### config.mk
export PLATFORM = sky130hd
export DESIGN_NAME = video_timing
export DESIGN_NICKNAME = d
export VERILOG_FILES = /design/src/design/exerion_video_pkg.sv /design/src/design/video_timing.sv
export SDC_FILE = /design/constraint.sdc
export NUM_CORES = 1
export LEC_CHECK = 0
export ABC_AREA = 1
export BUFFER_PORTS_ARGS = -buffer_cell sky130_fd_sc_hd__buf_2
export CAP_MARGIN = 20
export CORE_UTILIZATION = 55
export DETAILED_ROUTE_END_ITERATION = 8
export PLACE_DENSITY = 0.8
export SETUP_SLACK_MARGIN = 0.3
export SYNTH_ARGS = -nofsm -noshare
export SYNTH_HDL_FRONTEND = slang
export SYNTH_SLANG_ARGS = --single-unit
### constraint.sdc
create_clock -name clk2_6MHZ -period 2.9 [get_ports clk2_6MHZ]
set_input_delay 0.29 -clock clk2_6MHZ [delete_from_list [all_inputs] [get_ports clk2_6MHZ]]
set_output_delay 0.29 -clock clk2_6MHZ [all_outputs]
set_load 0.01 [all_outputs]
### src/design/exerion_video_pkg.sv
/*
 * exerion video package
 * raster constants, field widths, shared types and enums for the video back end
 */

package exerion_video_pkg;

	// ==================================================
	// field widths
	// ==================================================
	localparam int H_W       = 9;
	localparam int V_W       = 8;
	localparam int PIX_W     = 4;
	localparam int PAL_IDX_W = 5;
	localparam int RGB_W     = 8;
	localparam int WR_ADDR_W = 13;

	typedef logic [H_W-1:0]       hcount_t;
	typedef logic [V_W-1:0]       vcount_t;
	typedef logic [PIX_W-1:0]     pix_t;      // 0 is transparent
	typedef logic [PAL_IDX_W-1:0] pal_idx_t;
	typedef logic [RGB_W-1:0]     rgb_t;      // {blue[1:0], green[2:0], red[2:0]}
	typedef logic [WR_ADDR_W-1:0] wr_addr_t;

	// cpu side write targets
	typedef enum logic [1:0] {
		TGT_VRAM = 2'd0,
		TGT_CHAR = 2'd1,
		TGT_PAL  = 2'd2,
		TGT_CTRL = 2'd3
	} wr_target_e;

	// layer picked by the priority mixer
	typedef enum logic [1:0] {
		LAYER_NONE = 2'd0,
		LAYER_FG   = 2'd1,
		LAYER_SP   = 2'd2,
		LAYER_BG   = 2'd3
	} layer_e;

	// ==================================================
	// raster
	// ==================================================
	localparam hcount_t H_START     = 9'd88;
	localparam hcount_t H_LAST      = 9'd511;
	localparam hcount_t H_BLANK_LO  = 9'd107;  // blank below this
	localparam hcount_t H_BLANK_HI  = 9'd428;  // and above this
	localparam hcount_t HSYNC_FIRST = 9'd464;
	localparam hcount_t HSYNC_LAST  = 9'd479;

	localparam vcount_t V_BLANK_LO  = 8'd16;
	localparam vcount_t V_BLANK_HI  = 8'd239;
	localparam vcount_t VSYNC_FIRST = 8'd248;  // v_sync is active low
	localparam vcount_t VSYNC_LAST  = 8'd251;

	// pipeline depths counted from the registered count
	localparam int CHAR_LAT = 2;
	localparam int PIPE_LAT = 4;

	// control latch bit positions
	localparam int CTRL_FLIP_BIT = 0;
	localparam int CTRL_BANK_BIT = 3;

	// memory sizes
	localparam int VRAM_DEPTH = 2048;
	localparam int CHAR_DEPTH = 8192;
	localparam int PAL_DEPTH  = 32;

endpackage
### src/design/video_timing.sv
/*
 * video timing
 * raster counters, blank and sync decode, delay lines to line up with the pixel pipeline
 */
`timescale 1ns/1ns

module video_timing (
	input  logic                       clk2_6MHZ,
	input  logic                       RAMB,
	output exerion_video_pkg::hcount_t hcount_o,
	output exerion_video_pkg::vcount_t vcount_o,
	output logic                       mix_blank_o,
	output logic                       h_blank_o,
	output logic                       v_blank_o,
	output logic                       h_sync_o,
	output logic                       v_sync_o
);

	import exerion_video_pkg::*;

	hcount_t h_cnt;
	vcount_t v_cnt;

	logic h_blank;
	logic v_blank;
	logic h_sync;
	logic v_sync;

	logic [CHAR_LAT-1:0] mb_sr;   // feeds the mixer
	logic [PIPE_LAT-1:0] hb_sr;
	logic [PIPE_LAT-1:0] vb_sr;
	logic [PIPE_LAT-1:0] hs_sr;
	logic [PIPE_LAT-1:0] vs_sr;

	// ==================================================
	// raster counters
	// ==================================================
	always_ff @(posedge clk2_6MHZ or negedge RAMB) begin
		if (!RAMB) begin
			h_cnt <= H_START;
			v_cnt <= '0;
		end else if (h_cnt == H_LAST) begin
			h_cnt <= H_START;
			v_cnt <= v_cnt + 8'd1;  // 255 rolls over to 0
		end else begin
			h_cnt <= h_cnt + 9'd1;
		end
	end

	assign hcount_o = h_cnt;
	assign vcount_o = v_cnt;

	// decode from the live count
	assign h_blank = (h_cnt < H_BLANK_LO) || (h_cnt > H_BLANK_HI);
	assign v_blank = (v_cnt < V_BLANK_LO) || (v_cnt > V_BLANK_HI);
	assign h_sync  = (h_cnt >= HSYNC_FIRST) && (h_cnt <= HSYNC_LAST);
	assign v_sync  = !((v_cnt >= VSYNC_FIRST) && (v_cnt <= VSYNC_LAST));

	// ==================================================
	// delay lines
	// ==================================================
	always_ff @(posedge clk2_6MHZ or negedge RAMB) begin
		if (!RAMB) begin
			mb_sr <= '1;  // idle levels
			hb_sr <= '1;
			vb_sr <= '1;
			hs_sr <= '0;
			vs_sr <= '1;
		end else begin
			mb_sr <= {mb_sr[CHAR_LAT-2:0], h_blank | v_blank};
			hb_sr <= {hb_sr[PIPE_LAT-2:0], h_blank};
			vb_sr <= {vb_sr[PIPE_LAT-2:0], v_blank};
			hs_sr <= {hs_sr[PIPE_LAT-2:0], h_sync};
			vs_sr <= {vs_sr[PIPE_LAT-2:0], v_sync};
		end
	end

	assign mix_blank_o = mb_sr[CHAR_LAT-1];
	assign h_blank_o   = hb_sr[PIPE_LAT-1];
	assign v_blank_o   = vb_sr[PIPE_LAT-1];
	assign h_sync_o    = hs_sr[PIPE_LAT-1];
	assign v_sync_o    = vs_sr[PIPE_LAT-1];

endmodule

=== Word level (Yosys, flattened, before mapping) ===
Index checks and enable logic that the tools add are counted.

* Logic and storage cells: 25
* Input port bits: 2
* Register bits: 35

* Add/subtract/negate cells: 2
* Bitwise gates (word level): 1
* Multiplexer cells: 1
* Equal/unequal tests: 1
* $lt $le $gt $ge: 8
* Reductions and logical operators: 5

{| class="wikitable"
|+ Operators with widths
! cell !! number
|-
| $add 9x1->9 const B || 1
|-
| $eq 9x9->1 const B || 1
|-
| $ge 9x9->1 const B || 1
|-
| $gt 9x9->1 const B || 1
|-
| $le 9x9->1 const B || 1
|-
| $lt 9x7->1 const B || 1
|-
| $mux 9 || 1
|-
| $add 8x1->8 const B || 1
|-
| $ge 8x8->1 const B || 1
|-
| $gt 8x8->1 const B || 1
|-
| $le 8x8->1 const B || 1
|-
| $lt 8x5->1 const B || 1
|-
| $logic_and 1x1->1 || 2
|-
| $logic_or 1x1->1 || 2
|-
| $logic_not 1->1 || 1
|-
| $or 1x1->1 || 1
|}

=== Logic depth before layout (Yosys ltp) ===
* Depth in word-level cells: 3
* Depth in mapped cells: 13
* Depth with buffers taken out: 12

=== Worst setup path after synthesis ===
OpenSTA, ideal clock, no wires.

* Kind: register to register
* From: reg h_cnt[0], in the netlist hcount_o[0]
* To: reg v_cnt[6], in the netlist vcount_o[6]
* Buffers on the path: 1
* Setup time: 0.113 ns
* Arrival time: 1.643 ns
* Stages on the path, launching flop included: 13
* Clock period less this slack: 1.756 ns
* Required time: 2.787 ns
* Slack: 1.144 ns
* Path through: dfrtp_1 > ha_1 > inv_1 > nor2_4 > nand3_1 > nor2_1 > ha_1 > buf_6 > nand4_1 > nor2_1 > nand2_1 > nand2_1 > inv_1

* Longest elaborated chain between the ends: 1

{| class="wikitable"
|+ Ends and longest elaborated chain
! item !! line !! RTL
|-
| start: declaration || video_timing.sv:21 || <nowiki>hcount_t h_cnt;</nowiki>
|-
| start signal: assignment || video_timing.sv:46 || <nowiki>h_cnt <= h_cnt + 9'd1;</nowiki>
|-
| $eq 9x9->1 || video_timing.sv:42 || <nowiki>end else if (h_cnt == H_LAST) begin</nowiki>
|-
| end signal: assignment || video_timing.sv:44 || <nowiki>v_cnt <= v_cnt + 8'd1;</nowiki>
|-
| end: declaration || video_timing.sv:22 || <nowiki>vcount_t v_cnt;</nowiki>
|}

Every way passes these cells.
A chain may end at the register's enable or synchronous reset.

=== Worst setup path after layout ===
Same ends and word-level chain as after synthesis.

==> metrics.txt <==
status finished clean; Arr. time, crit path 2.35 ns; global-route wire length before repair 4200 um; antenna viol nets, final 0; Max clock buf depth 2; synthesized cell area 0.00147 sq mm; clock sinks 35; Ant. Diodes 0; Peak VDD IR 0.355 mV; count of cell types in the netlist 20; R2R depth 11; P&R area growth vs syn 13.8%; R2R setup slack 0.79 ns; post-DP HPWL between 1500 and 2000 um; number of global-route vias before repair 908; worst r2r src hcount_o[0]; fin util 67.1%; Die H approximately 54 um; setup ws final 0.787 ns; pins over their slew limit 0; EDFF count, synth 0; post-synthesis async set-or-reset flop share 100%; slowest CP cell dfrtp_1; count of warnings emitted by yosys 0; Least-Margin Pin Slew between 0.7 and 0.8 ns; syn nets 152; Initial Util 59.0%; Die ar. about 0.0029 sq mm; Hold Buf Count CTS 0; Post-CTS Resized 0; pre-CTS setup slack 0.830 ns; post-synthesis sequential area ratio 60.9%; top-count cell post-synth nand2_1; Final Power 826 uW; Initial DRC Count 27; CP startpoint hcount_o[0]; port bufs 23; largest net degree at the start of global routing 36; routability congestion estimate about 0.9; IO Pins 24; Die Wd about 54 um; worst-path maximum fanout 10; Slew HR 51.2%; fin nets 179; RSZ-0062 raised after global routing false; initial antenna violation count 0; hold_ws 0.00964 ns; Clock Skews ~0.0095 ns; Setup crit start kind flip-flop; vias post-DR ~1000; top post-synthesis cells by area dfrtp_1 31%, dfstp_2 30%, nand2_1 8.1%, inv_1 4.8%, nor2_1 3.8%; top post-synthesis cells by count 32 x nand2_1, 19 x inv_1, 18 x dfrtp_1; cell area after layout 0.00168 sq mm; Setup Buffers After CTS 0; MaxCap Viol Count 0; Leak 0.868 nW; DP Area 0.00160 sq mm; Core Region around 0.0025 sq mm; PD cells 492 mW/mm^2; crit-path cells ha_1 > inv_1 > nor2_4 > nand3_1 > nor2_1 > ha_1 > nand4_1 > nor2_1 > nand2_1 > nand2_1 > inv_1; cell count after placement 196; # fillers 189; row cnt 18; H-tree levels 2; post-route minimum period between 2 and 2.5 ns; first drt pass iteration count 4; area leader, netlist dfrtp_1; Final Hold Viols 0; post-route clock period utilization 72.9%; CP endpoint kind flip-flop; Avg Cell Area, Syn 10.1 sq um; RR Endpoint vcount_o[6]; DR DRC count 0; Top FF cell, synth dfrtp_1; worst skew pair latency 0.33 ns; Mapped Cells 146; Routed WL roughly 2500 um; GRT Overall Usage between 20% and 30%; Critical Path End vcount_o[6]; Clock Pin Slew Worst Setup and Hold Paths 0.11 ns; final setup vio count 0; Hold Crit Class in2async; Synth top area share a little under a third; slowest cell delay on critical path 0.46 ns; clock tree from TritonCTS built; Post-Layout Cell Count roughly 200; critical path required time 3.14 ns; TNS Setup 0 ns; Synth Register Bits 35; Setup CP Type reg2reg; DR WL/cell roughly 12 um; clk root buf clkbuf_4; f_max 473 MHz; Via density 5.09; grt total ovfl 0; CTS buffer count 5; layout cells sized above 1 approximately a third
## how the worst min path moves through the flow
stage	slack, ns	depth (start not counted)	from	end
after global placement	0.33	0	hs_sr[0]	hs_sr[1]
after floorplan	-0.006	0	RAMB	hcount_o[0]
after detailed placement	0.34	0	hs_sr[1]	hs_sr[2]
final	0.01	1	RAMB	hcount_o[0]
after CTS	0.02	1	RAMB	hcount_o[0]
after global routing	0.05	1	RAMB	hcount_o[0]
## state kept, by name, indices dropped and copies added, names as in the netlist
signal	flops
hb_sr	4
vcount_o	8
vs_sr	4
hs_sr	4
vb_sr	4
mb_sr	2
hcount_o	9
## power breakdown
| group | switching [mW] | leakage (nW) | internal (mW) |
|---|---|---|---|
| Clock | 0.158 | 0.0464 | 0.169 |
| Sequential | 0 | 0.421 | 0.489 |
| Combinational | 0.00860 | 0.401 | 0.000485 |
| Total | 0.167 | 0.868 | 0.659 |
## logic make-up after synthesis
kind of cell | after synthesis | share of synthesized area [%]
AND/OR/NAND/NOR | 69 | 22.0
XOR/XNOR | 5 | 2.97
adder cells (fa/ha/maj) | 4 | 3.40
buffers and inverters | 23 | 7.13
AO/OA/AOI/OAI | 10 | 3.65
flip-flops | 35 | 60.9
## cells in the final DEF, fill, tap and decap left out, drive strengths merged
cell type,netlist,layout
buf,3,23
clkbuf,0,7
nor2,18,18
clkinv,0,1
inv,20,20
o21ai,5,5
dfstp,17,17
a21oi,5,5
nand3,12,12
xnor2,1,1
nand2,36,36
xor2,4,4
ha,4,4
dfrtp,18,18
nand4,3,3
## per-layer routing
metal	vias to the layer above	global-route usage, %	share of wire [%]
li1	505	-	-
met1	491	28.0	44
met2	40	30.9	49
met3	2	7.63	7.3
met4	0	9.21	0.56
met5	-	0	0
## worst max-delay path, delay by kind of cell (launching register included)
family        cells  cell delay, ns
simple gates      7            0.86
fa+ha+maj         2            0.59
flops             1            0.46
buf+inv           2            0.11
## cell type report
class | instances | area [sq um] | area share, %
sequential | 35 | 897 | 53.5
multi-input combinational | 88 | 472 | 28.1
timing repair buffer | 23 | 115 | 6.86
clock buffer | 7 | 76.3 | 4.55
inverter | 20 | 75.1 | 4.47
tap | 30 | 37.5 | 2.24
clock inverter | 1 | 5.00 | 0.298
Power figures use the tool's default switching activity.
