File: config.mk
export PLATFORM = sky130hd
export DESIGN_NAME = layer_mixer
export DESIGN_NICKNAME = d
export VERILOG_FILES = /design/src/design/exerion_video_pkg.sv /design/src/design/layer_mixer.sv
export SDC_FILE = /design/constraint.sdc
export NUM_CORES = 1
export LEC_CHECK = 0
export ABC_AREA = 0
export ABC_CLOCK_PERIOD_IN_PS = 6900
export BUFFER_PORTS_ARGS = -buffer_cell sky130_fd_sc_hd__buf_2
export CAP_MARGIN = 30
export CORE_MARGIN = 1.5
export CORE_UTILIZATION = 35
export DETAILED_ROUTE_END_ITERATION = 12
export PLACE_DENSITY = 0.52
export SLEW_MARGIN = 20
export SYNTH_ARGS = -nofsm -noshare
export SYNTH_HDL_FRONTEND = slang
export SYNTH_SLANG_ARGS = --single-unit
File: constraint.sdc
create_clock -name clk2_6MHZ -period 6.9 [get_ports clk2_6MHZ]
set_clock_uncertainty 0.2 [all_clocks]
set_input_delay 0 -clock clk2_6MHZ [delete_from_list [all_inputs] [get_ports clk2_6MHZ]]
set_output_delay 0 -clock clk2_6MHZ [all_outputs]
set_load 0.02 [all_outputs]
File: src/design/exerion_video_pkg.sv
/*
 * exerion video package
 * raster constants, field widths, shared types and enums for the video back end
 */

package exerion_video_pkg;

	// ==================================================
	// field widths
	// ==================================================
	localparam int H_W       = 9;
	localparam int V_W       = 8;
	localparam int PIX_W     = 4;
	localparam int PAL_IDX_W = 5;
	localparam int RGB_W     = 8;
	localparam int WR_ADDR_W = 13;

	typedef logic [H_W-1:0]       hcount_t;
	typedef logic [V_W-1:0]       vcount_t;
	typedef logic [PIX_W-1:0]     pix_t;      // 0 is transparent
	typedef logic [PAL_IDX_W-1:0] pal_idx_t;
	typedef logic [RGB_W-1:0]     rgb_t;      // {blue[1:0], green[2:0], red[2:0]}
	typedef logic [WR_ADDR_W-1:0] wr_addr_t;

	// cpu side write targets
	typedef enum logic [1:0] {
		TGT_VRAM = 2'd0,
		TGT_CHAR = 2'd1,
		TGT_PAL  = 2'd2,
		TGT_CTRL = 2'd3
	} wr_target_e;

	// layer picked by the priority mixer
	typedef enum logic [1:0] {
		LAYER_NONE = 2'd0,
		LAYER_FG   = 2'd1,
		LAYER_SP   = 2'd2,
		LAYER_BG   = 2'd3
	} layer_e;

	// ==================================================
	// raster
	// ==================================================
	localparam hcount_t H_START     = 9'd88;
	localparam hcount_t H_LAST      = 9'd511;
	localparam hcount_t H_BLANK_LO  = 9'd107;  // blank below this
	localparam hcount_t H_BLANK_HI  = 9'd428;  // and above this
	localparam hcount_t HSYNC_FIRST = 9'd464;
	localparam hcount_t HSYNC_LAST  = 9'd479;

	localparam vcount_t V_BLANK_LO  = 8'd16;
	localparam vcount_t V_BLANK_HI  = 8'd239;
	localparam vcount_t VSYNC_FIRST = 8'd248;  // v_sync is active low
	localparam vcount_t VSYNC_LAST  = 8'd251;

	// pipeline depths counted from the registered count
	localparam int CHAR_LAT = 2;
	localparam int PIPE_LAT = 4;

	// control latch bit positions
	localparam int CTRL_FLIP_BIT = 0;
	localparam int CTRL_BANK_BIT = 3;

	// memory sizes
	localparam int VRAM_DEPTH = 2048;
	localparam int CHAR_DEPTH = 8192;
	localparam int PAL_DEPTH  = 32;

endpackage
File: src/design/layer_mixer.sv
/*
 * layer priority mixer
 * foreground over sprites over background, then palette lookup to 8-bit RGB
 */
`timescale 1ns/1ns

module layer_mixer (
	input  logic                          clk2_6MHZ,
	input  logic                          RAMB,
	input  logic                          wr_i,
	input  exerion_video_pkg::wr_target_e wr_target_i,
	input  exerion_video_pkg::wr_addr_t   wr_addr_i,
	input  logic [7:0]                    wr_data_i,
	input  logic                          mix_blank_i,
	input  exerion_video_pkg::pix_t       fg_pix_i,
	input  exerion_video_pkg::pix_t       sp_pix_i,
	input  exerion_video_pkg::pix_t       bg_pix_i,
	output exerion_video_pkg::rgb_t       rgb_o
);

	import exerion_video_pkg::*;

	layer_e   layer_sel;
	pal_idx_t idx_next;
	pal_idx_t pal_idx;   // registered palette address

	rgb_t     pal [PAL_DEPTH];

	// ==================================================
	// priority select
	// ==================================================
	always_comb begin
		if (mix_blank_i)
			layer_sel = LAYER_NONE;
		else if (fg_pix_i != '0)
			layer_sel = LAYER_FG;
		else if (sp_pix_i != '0)
			layer_sel = LAYER_SP;
		else if (bg_pix_i != '0)
			layer_sel = LAYER_BG;
		else
			layer_sel = LAYER_NONE;
	end

	// background uses the darker lower half of the palette
	always_comb begin
		case (layer_sel)
			LAYER_FG: idx_next = {1'b1, fg_pix_i};
			LAYER_SP: idx_next = {1'b1, sp_pix_i};
			LAYER_BG: idx_next = {1'b0, bg_pix_i};
			default:  idx_next = '0;
		endcase
	end

	always_ff @(posedge clk2_6MHZ or negedge RAMB) begin
		if (!RAMB)
			pal_idx <= '0;
		else
			pal_idx <= idx_next;
	end

	// ==================================================
	// palette
	// ==================================================
	always_ff @(posedge clk2_6MHZ) begin
		if (wr_i && wr_target_i == TGT_PAL)
			pal[wr_addr_i[4:0]] <= wr_data_i;
	end

	always_ff @(posedge clk2_6MHZ or negedge RAMB) begin
		if (!RAMB)
			rgb_o <= '0;
		else
			rgb_o <= pal[pal_idx];  // {blue, green, red}
	end

endmodule

# Word-level counts from Yosys, hierarchy flattened

Memories as Yosys holds them, arrays and structs flattened. A register that Yosys moved wholly into a read port is not among the register bits.
Cells that the tools add are included.

Flip-flop bits (word level): 5
Latch bits: 0
Memory bits (writable): 256
Memory bits (read-only): 0
Input bits: 39
Output and inout port bits: 8
Logic and storage cells: 18
Memories: 1

Memory list:

| name | depth | bits a word | read ports | clocked after memory_dff | wr ports | line              | RTL |
|---|---|---|---|---|---|---|---|
| pal  | 32    | 8           | 1          | 1                        | 1        | layer_mixer.sv:27 | `rgb_t pal [PAL_DEPTH];` |

$add $sub $neg: 0
Multiply operators: 0
Div/mod/pow operators: 0
Order comparisons: 0
Eq/ne operators: 4
Shifts and indexed selects: 0
Mux-type cells: 7
Bitwise operators: 0
Reduce and logical (&&, ||, !) cells: 5

Operators with widths:

| operator                                                        | number |
|---|---|
| 5-bit one-hot mux with 3 select lines                           | 1 |
| 4-bit nonzero test                                              | 3 |
| 2-bit two-way mux                                               | 4 |
| 2-bit == test, second input constant                            | 3 |
| 2-bit by 1-bit == test with 1-bit output, second input constant | 1 |
| 1-bit two-way mux                                               | 2 |
| 1-bit logical AND                                               | 1 |
| 1-bit logical NOT                                               | 1 |

# Logic depth before layout (Yosys ltp)

Gate-level depths: netlist (run 1).

Depth after elaboration: 7
Gate-level depth with buffers: 6
Depth with buffers taken out: 6

# Worst setup path after synthesis (run 1)

Ideal clock, no wire load.

Path type: register -> register
Start: reg pal_idx[2]
End: reg rgb_o[0], read port of pal
Library setup time: 125 ps
Data arrival time: 2,034 ps
Data required time: 6,575 ps
Setup slack: 4,541 ps
Stages on the path, launching flop included: 6
Buffers on the path: 2
Period minus slack after synthesis: 2,359 ps
Cell sequence: dfrtp_1 clkbuf_1 buf_1 mux4_2 mux4_2 mux2_2

RTL lines:

| what                   | line              | RTL |
|---|---|---|
| start, declared        | layer_mixer.sv:25 | `pal_idx_t pal_idx;` |
| start signal, assigned | layer_mixer.sv:59 | `pal_idx <= idx_next;` |
| end, declared          | layer_mixer.sv:18 | `output exerion_video_pkg::rgb_t rgb_o` |

==> results of run 1 <==
## sequential cells by signal, summed over array words and instances, names as in the netlist
name and count:
pal 256, rgb_o 8, pal_idx 5
## Yosys cell counts (all sizes together)
library cell  number  area, sq um
or4                2         15.0
inv                1         3.75
nand2              3         11.3
nor2b              1         6.26
edfxtp           256         7690
nor2              38          143
dfrtp             13          325
a222oi             4         40.0
a21oi              1         5.00
nor4               3         18.8
nand2b             1         6.26
nand3              1         5.00
ha                 4         50.1
clkbuf             7         26.3
a211o              1         8.76
nand4              1         6.26
a21o               1         7.51
nand3b             3         22.5
buf               13         98.8
mux4              80         1800
or3                1         6.26
mux2               8         90.1
nand4b             2         17.5
or3b               1         8.76
## cell type report
cell class / count / area [sq um]
multi-input combinational: 156 / 2270
inverter: 1 / 3.75
sequential: 269 / 8020
timing repair buffer: 72 / 536
clock inverter: 9 / 101
clock buffer: 44 / 802
fill: 2551 / 16800
tap: 384 / 480
## worst paths after layout
kind | from | end | slack (ns) | depth (start not counted)
max reg2reg | pal_idx[1] | rgb_o[5] | 3.54 | 4
min reg2reg | pal_idx[3] | rgb_o[1] | 0.68 | 1
max in group asynchronous | RAMB | pal_idx[1] | 5.65 | 3
max | pal_idx[1] | rgb_o[5] | 3.54 | 4
min in group asynchronous | RAMB | rgb_o[5] | 0.37 | 3
min | wr_target_i[0] | pal[0][6] | 0.12 | 3
## worst max-delay path: cells and delay by family (launching register included)
kind | cells | cell delay [ns]
muxes | 3 | 1.46
DFF | 1 | 0.86
buffers and inverters | 1 | 0.67
## layer usage
layer	wire length (um)	track usage, %	up-vias
li1	-	-	2062
met1	9670	20.6	2554
met2	10400	23.8	142
met3	1300	2.12	25
met4	301	3.31	0
met5	0	0	-
## report_power, final
| group | leakage [nW] | switching [W] | internal [W] |
|---|---|---|---|
| clock | 0.438 | 0.000588 | 0.000874 |
| combinational | 0.887 | 0.0000917 | 0.0000795 |
| sequential | 2.46 | 0.0000128 | 0.00180 |
## logic make-up after synthesis
group	share of synthesized area [%]
flops	77.0
buf+inv	1.24
simple gates	2.56
mux	18.2
fa+ha+maj	0.481
compound gates	0.589
## through the flow
stage	total power [W]	util, %	hold slack (ns)	worst slack, ns	area, sq um
6_report	0.00345	42.1	0.118	3.54	12200
5_1_grt	0.00356	42.1	0.128	3.31	12200
4_1_cts	0.00348	42.0	0.160	3.41	12200
3_5_place_dp	0.00201	38.0	-0.275	3.42	11000
3_3_place_gp	0.00200	37.9	-0.288	3.41	11000
2_1_floorplan	0.00194	-	-0.496	4.54	10400
## timing repair
item                                   in CTS  in global routing
hold buffers                               28                  0
buffers inserted                            0                  0
endpoints found under the hold margin     370                  0
==> results.json, run 1 <==
{
  "status": "complete, no violations",
  "final_cells": 935,
  "grt_overflow": 0,
  "layout_commonest_cell": "edfxtp_1",
  "ios": 47,
  "crit_chain": "buf_4 > mux4_2 > mux4_2 > mux2_2",
  "dp.cells": 852,
  "drc": 0,
  "fin_nets": 572,
  "drive_above_1_share_pct": 31.2,
  "finalSetupViolCount": 0,
  "antenna_found_initial": 1,
  "syn_inst": 446,
  "hold_violations": 0,
  "clock_latency_ns": 0.54,
  "drt_iter0_markers": 310,
  "yosysSeqAreaShare_pct": 77.0,
  "synthDistinctLibCells": 27,
  "post-dp-hpwl_um": 12900,
  "dr_total_vias": 4783,
  "cts_tree": "done",
  "critPathKind": "reg -> reg",
  "ys_ff_latch": 269,
  "max_stage_delay_ns": 0.86,
  "critical_path.most_common_cell": "mux4_2",
  "syn_avg_cell_area_sq_um": 23.3,
  "htreeDepth": 1,
  "relSlewSlack_pct": 36.7,
  "wl_per_cell_um": 23.2,
  "avgViaCountPerCell": 5.12,
  "layout_common_cells": "256 x edfxtp_1, 80 x mux4_2, 38 x nor2_1, 38 x buf_2, 29 x clkbuf_16",
  "die-area_sq_mm": 0.0308,
  "cp-end-kind": "flip-flop",
  "crit_required_ns": 7.11,
  "hold_path_class": "in -> reg",
  "setup-tns-final_ns": 0,
  "critPathArrivalTime_ns": 3.58,
  "cts_resized": 0,
  "cts_buffers": 29,
  "synth.net_count": 489,
  "clk_pin_slew_ns": 0.06,
  "clkSinkCount": 269,
  "io_buffers": 38,
  "drv_cap": 0,
  "grt_usage_pct": 14.5,
  "ir_drop_v": 0.000136,
  "rows": 62,
  "fp.dieH_um": 175,
  "area_growth_pct": 17.3,
  "antenna_cells": 0,
  "grt_max_degree": 39,
  "clockRootBuffer": "clkbuf_16",
  "slowest_stage": "dfrtp_4",
  "report.final.slew_viol_count": 0,
  "cp_max_fo": 33,
  "period_needed_ns": 3.36,
  "timing.fmax_mhz": 297,
  "min_period_over_period_pct": 48.8,
  "gp_congestion": 0.737,
  "yosys_warnings": 0,
  "start_util_pct": 35.9,
  "drtAntennaViolNets": 0,
  "coreArea_sq_mm": 0.0290,
  "power_density_mw_per_mm2": 282,
  "grt_pass1_vias": 5085,
  "power_leakage_nw": 3.78,
  "grt_pass1_wl_um": 32400,
  "die_w_um": 175,
  "dr.pass1.iters": 4,
  "setup.worst_path.start_class": "flip-flop",
  "tightest_slew_ns": 0.946,
  "syn-cell-area_sq_mm": 0.0104,
  "wl_um": 21700,
  "rsz0062_at_grt": "false",
  "clk_path_buf_depth": 3
}
Power figures use the tool's default switching activity.
==> run 2, diff against run 1 <==
- ABC_CLOCK_PERIOD_IN_PS: 6900 -> 2800
- PLACE_DENSITY: 0.52 -> 0.54
- clock period: 6.9 -> 2.8 ns (I/O delays scaled with it)
==> results.json, run 2 (synthesized netlist as in run 1, its figures left out) <==
{
  "status": "complete, no violations",
  "coreArea_sq_mm": 0.0290,
  "ir_drop_v": 0.000327,
  "rrSetupSlack_ns": 0.30,
  "drc": 0,
  "die-area_sq_mm": 0.0308,
  "grt_overflow": 0,
  "period_needed_ns": 2.62,
  "finalSetupViolCount": 0,
  "relSlewSlack_pct": 54.7,
  "wl_um": 21500,
  "tightest_slew_ns": 0.678,
  "drtAntennaViolNets": 0,
  "grt_pass1_wl_um": 32300,
  "die_w_um": 175,
  "cp_max_fo": 4,
  "ios": 47,
  "rows": 62,
  "cp-end-kind": "flip-flop",
  "critPathArrivalTime_ns": 2.82,
  "timing.fmax_mhz": 382,
  "holdPathStages": 4,
  "clk_pin_slew_ns": 0.06,
  "power_density_mw_per_mm2": 659,
  "r2r_end": "rgb_o[1]",
  "area_growth_pct": 18.7,
  "power_leakage_nw": 3.91,
  "hold_path_class": "in -> reg",
  "report.final.slew_viol_count": 0,
  "clk_path_buf_depth": 3,
  "htreeDepth": 1,
  "layout_common_cells": "256 x edfxtp_1, 80 x mux4_2, 38 x nor2_1, 38 x buf_2, 36 x buf_4",
  "hold_ws_ns": 0.123,
  "setup.worst_path.start_class": "input pin",
  "fp.dieH_um": 175,
  "start_util_pct": 35.9,
  "post-dp-hpwl_um": 13300,
  "avgViaCountPerCell": 5.03,
  "reg2reg_from": "pal_idx[1]",
  "largest_register_ffs": 256,
  "dr_total_vias": 4841,
  "clock_latency_ns": 0.52,
  "dr.pass1.iters": 5,
  "crit_required_ns": 3.00,
  "setup-tns-final_ns": 0,
  "fin_nets": 601,
  "min_to": "pal_idx[0]",
  "cts_setup_buffers": 0,
  "utilization_pct": 42.6,
  "hp-start": "sp_pix_i[0]",
  "drv_cap": 0,
  "clockRootBuffer": "clkbuf_16",
  "fillCellCount": 2538,
  "io_buffers": 38,
  "wl_per_cell_um": 22.4,
  "hold_violations": 0,
  "layout_commonest_cell": "edfxtp_1",
  "grt_max_degree": 33,
  "grt_usage_pct": 14.3,
  "cts_tree": "done",
  "drt_iter0_markers": 485,
  "min_period_over_period_pct": 93.6,
  "clkSinkCount": 269,
  "finalPower_w": 0.00814,
  "worstRegToRegCells": 4,
  "rsz0062_at_grt": "false",
  "cts_buffers": 27,
  "critPathKind": "in -> reg",
  "antenna_cells": 0,
  "drive_above_1_share_pct": 35.8,
  "grt_pass1_vias": 5021,
  "gp_congestion": 0.765,
  "antenna_found_initial": 0
}
## run 2: changes by cell type in the layout (fill, tap and decap cells not counted)
cell / before / now
buf_12: 0 / 5
buf_16: 1 / 0
buf_4: 5 / 36
bufinv_16: 2 / 0
clkbuf_1: 13 / 7
clkbuf_16: 29 / 27
clkinv_1: 3 / 5
clkinv_2: 2 / 8
dlygate4sd3_1: 28 / 24
inv_6: 1 / 0
inv_8: 1 / 0
## run 2: cell type report
class / instances / area (sq um) / share of cell area (%)
repair buffers: 103 / 801 / 6.48
flip-flops and latches: 269 / 8020 / 64.9
well taps: 384 / 480 / 3.89
inverters: 1 / 3.75 / 0.0304
clock buffers: 36 / 729 / 5.90
clock inverters: 13 / 58.8 / 0.476
multi-input cells: 156 / 2270 / 18.4
## run 2: power breakdown
part / switching, W / internal (W)
logic: 0.000250 / 0.000205
clock network: 0.00142 / 0.00182
registers: 0.0000163 / 0.00444
## run 2: critical path, cell delays in order
cell and delay, ns:
dlygate4sd3_1 0.56, buf_2 0.14, or4_1 0.54, a211o_1 0.29, ha_1 0.28, a222oi_1 0.32
dlygate4sd3_1 0.62, nor2_1 0.07
## run 2: per-layer routing
layer / global-route usage, % / routed length [um] / up-vias
li1: - / - / 2114
met4: 3.35 / 385 / 0
met5: 0 / 0 / -
met3: 2.12 / 993 / 33
met1: 22.2 / 10500 / 2570
met2: 21.4 / 9650 / 124
## run 2: how the worst max path moves through the flow
| stage | from | to | slack (ns) | depth (start not counted) |
|---|---|---|---|---|
| global route | fg_pix_i[0] | pal_idx[3] | 0.12 | 8 |
| CTS | pal_idx[1] | rgb_o[5] | 0.24 | 4 |
| floorplan | pal_idx[2] | rgb_o[0] | 0.44 | 5 |
| global placement | pal_idx[1] | rgb_o[5] | 0.28 | 4 |
| detailed placement | pal_idx[1] | rgb_o[5] | 0.25 | 4 |
| finish | fg_pix_i[0] | pal_idx[3] | 0.18 | 8 |
## run 2: timing repair
action	CTS	global route
gates resized for setup	0	0
hold buffers	24	0
hold endpoints to repair	358	0
## run 2: per-stage QoR
step | setup slack, ns | cells | area (sq um)
after global routing | 0.117 | 962 | 12400
after detailed placement | 0.250 | 889 | 11300
after floorplan | 0.441 | 446 | 10400
final | 0.180 | 962 | 12400
after CTS | 0.242 | 962 | 12400
after global placement | 0.281 | 889 | 11300
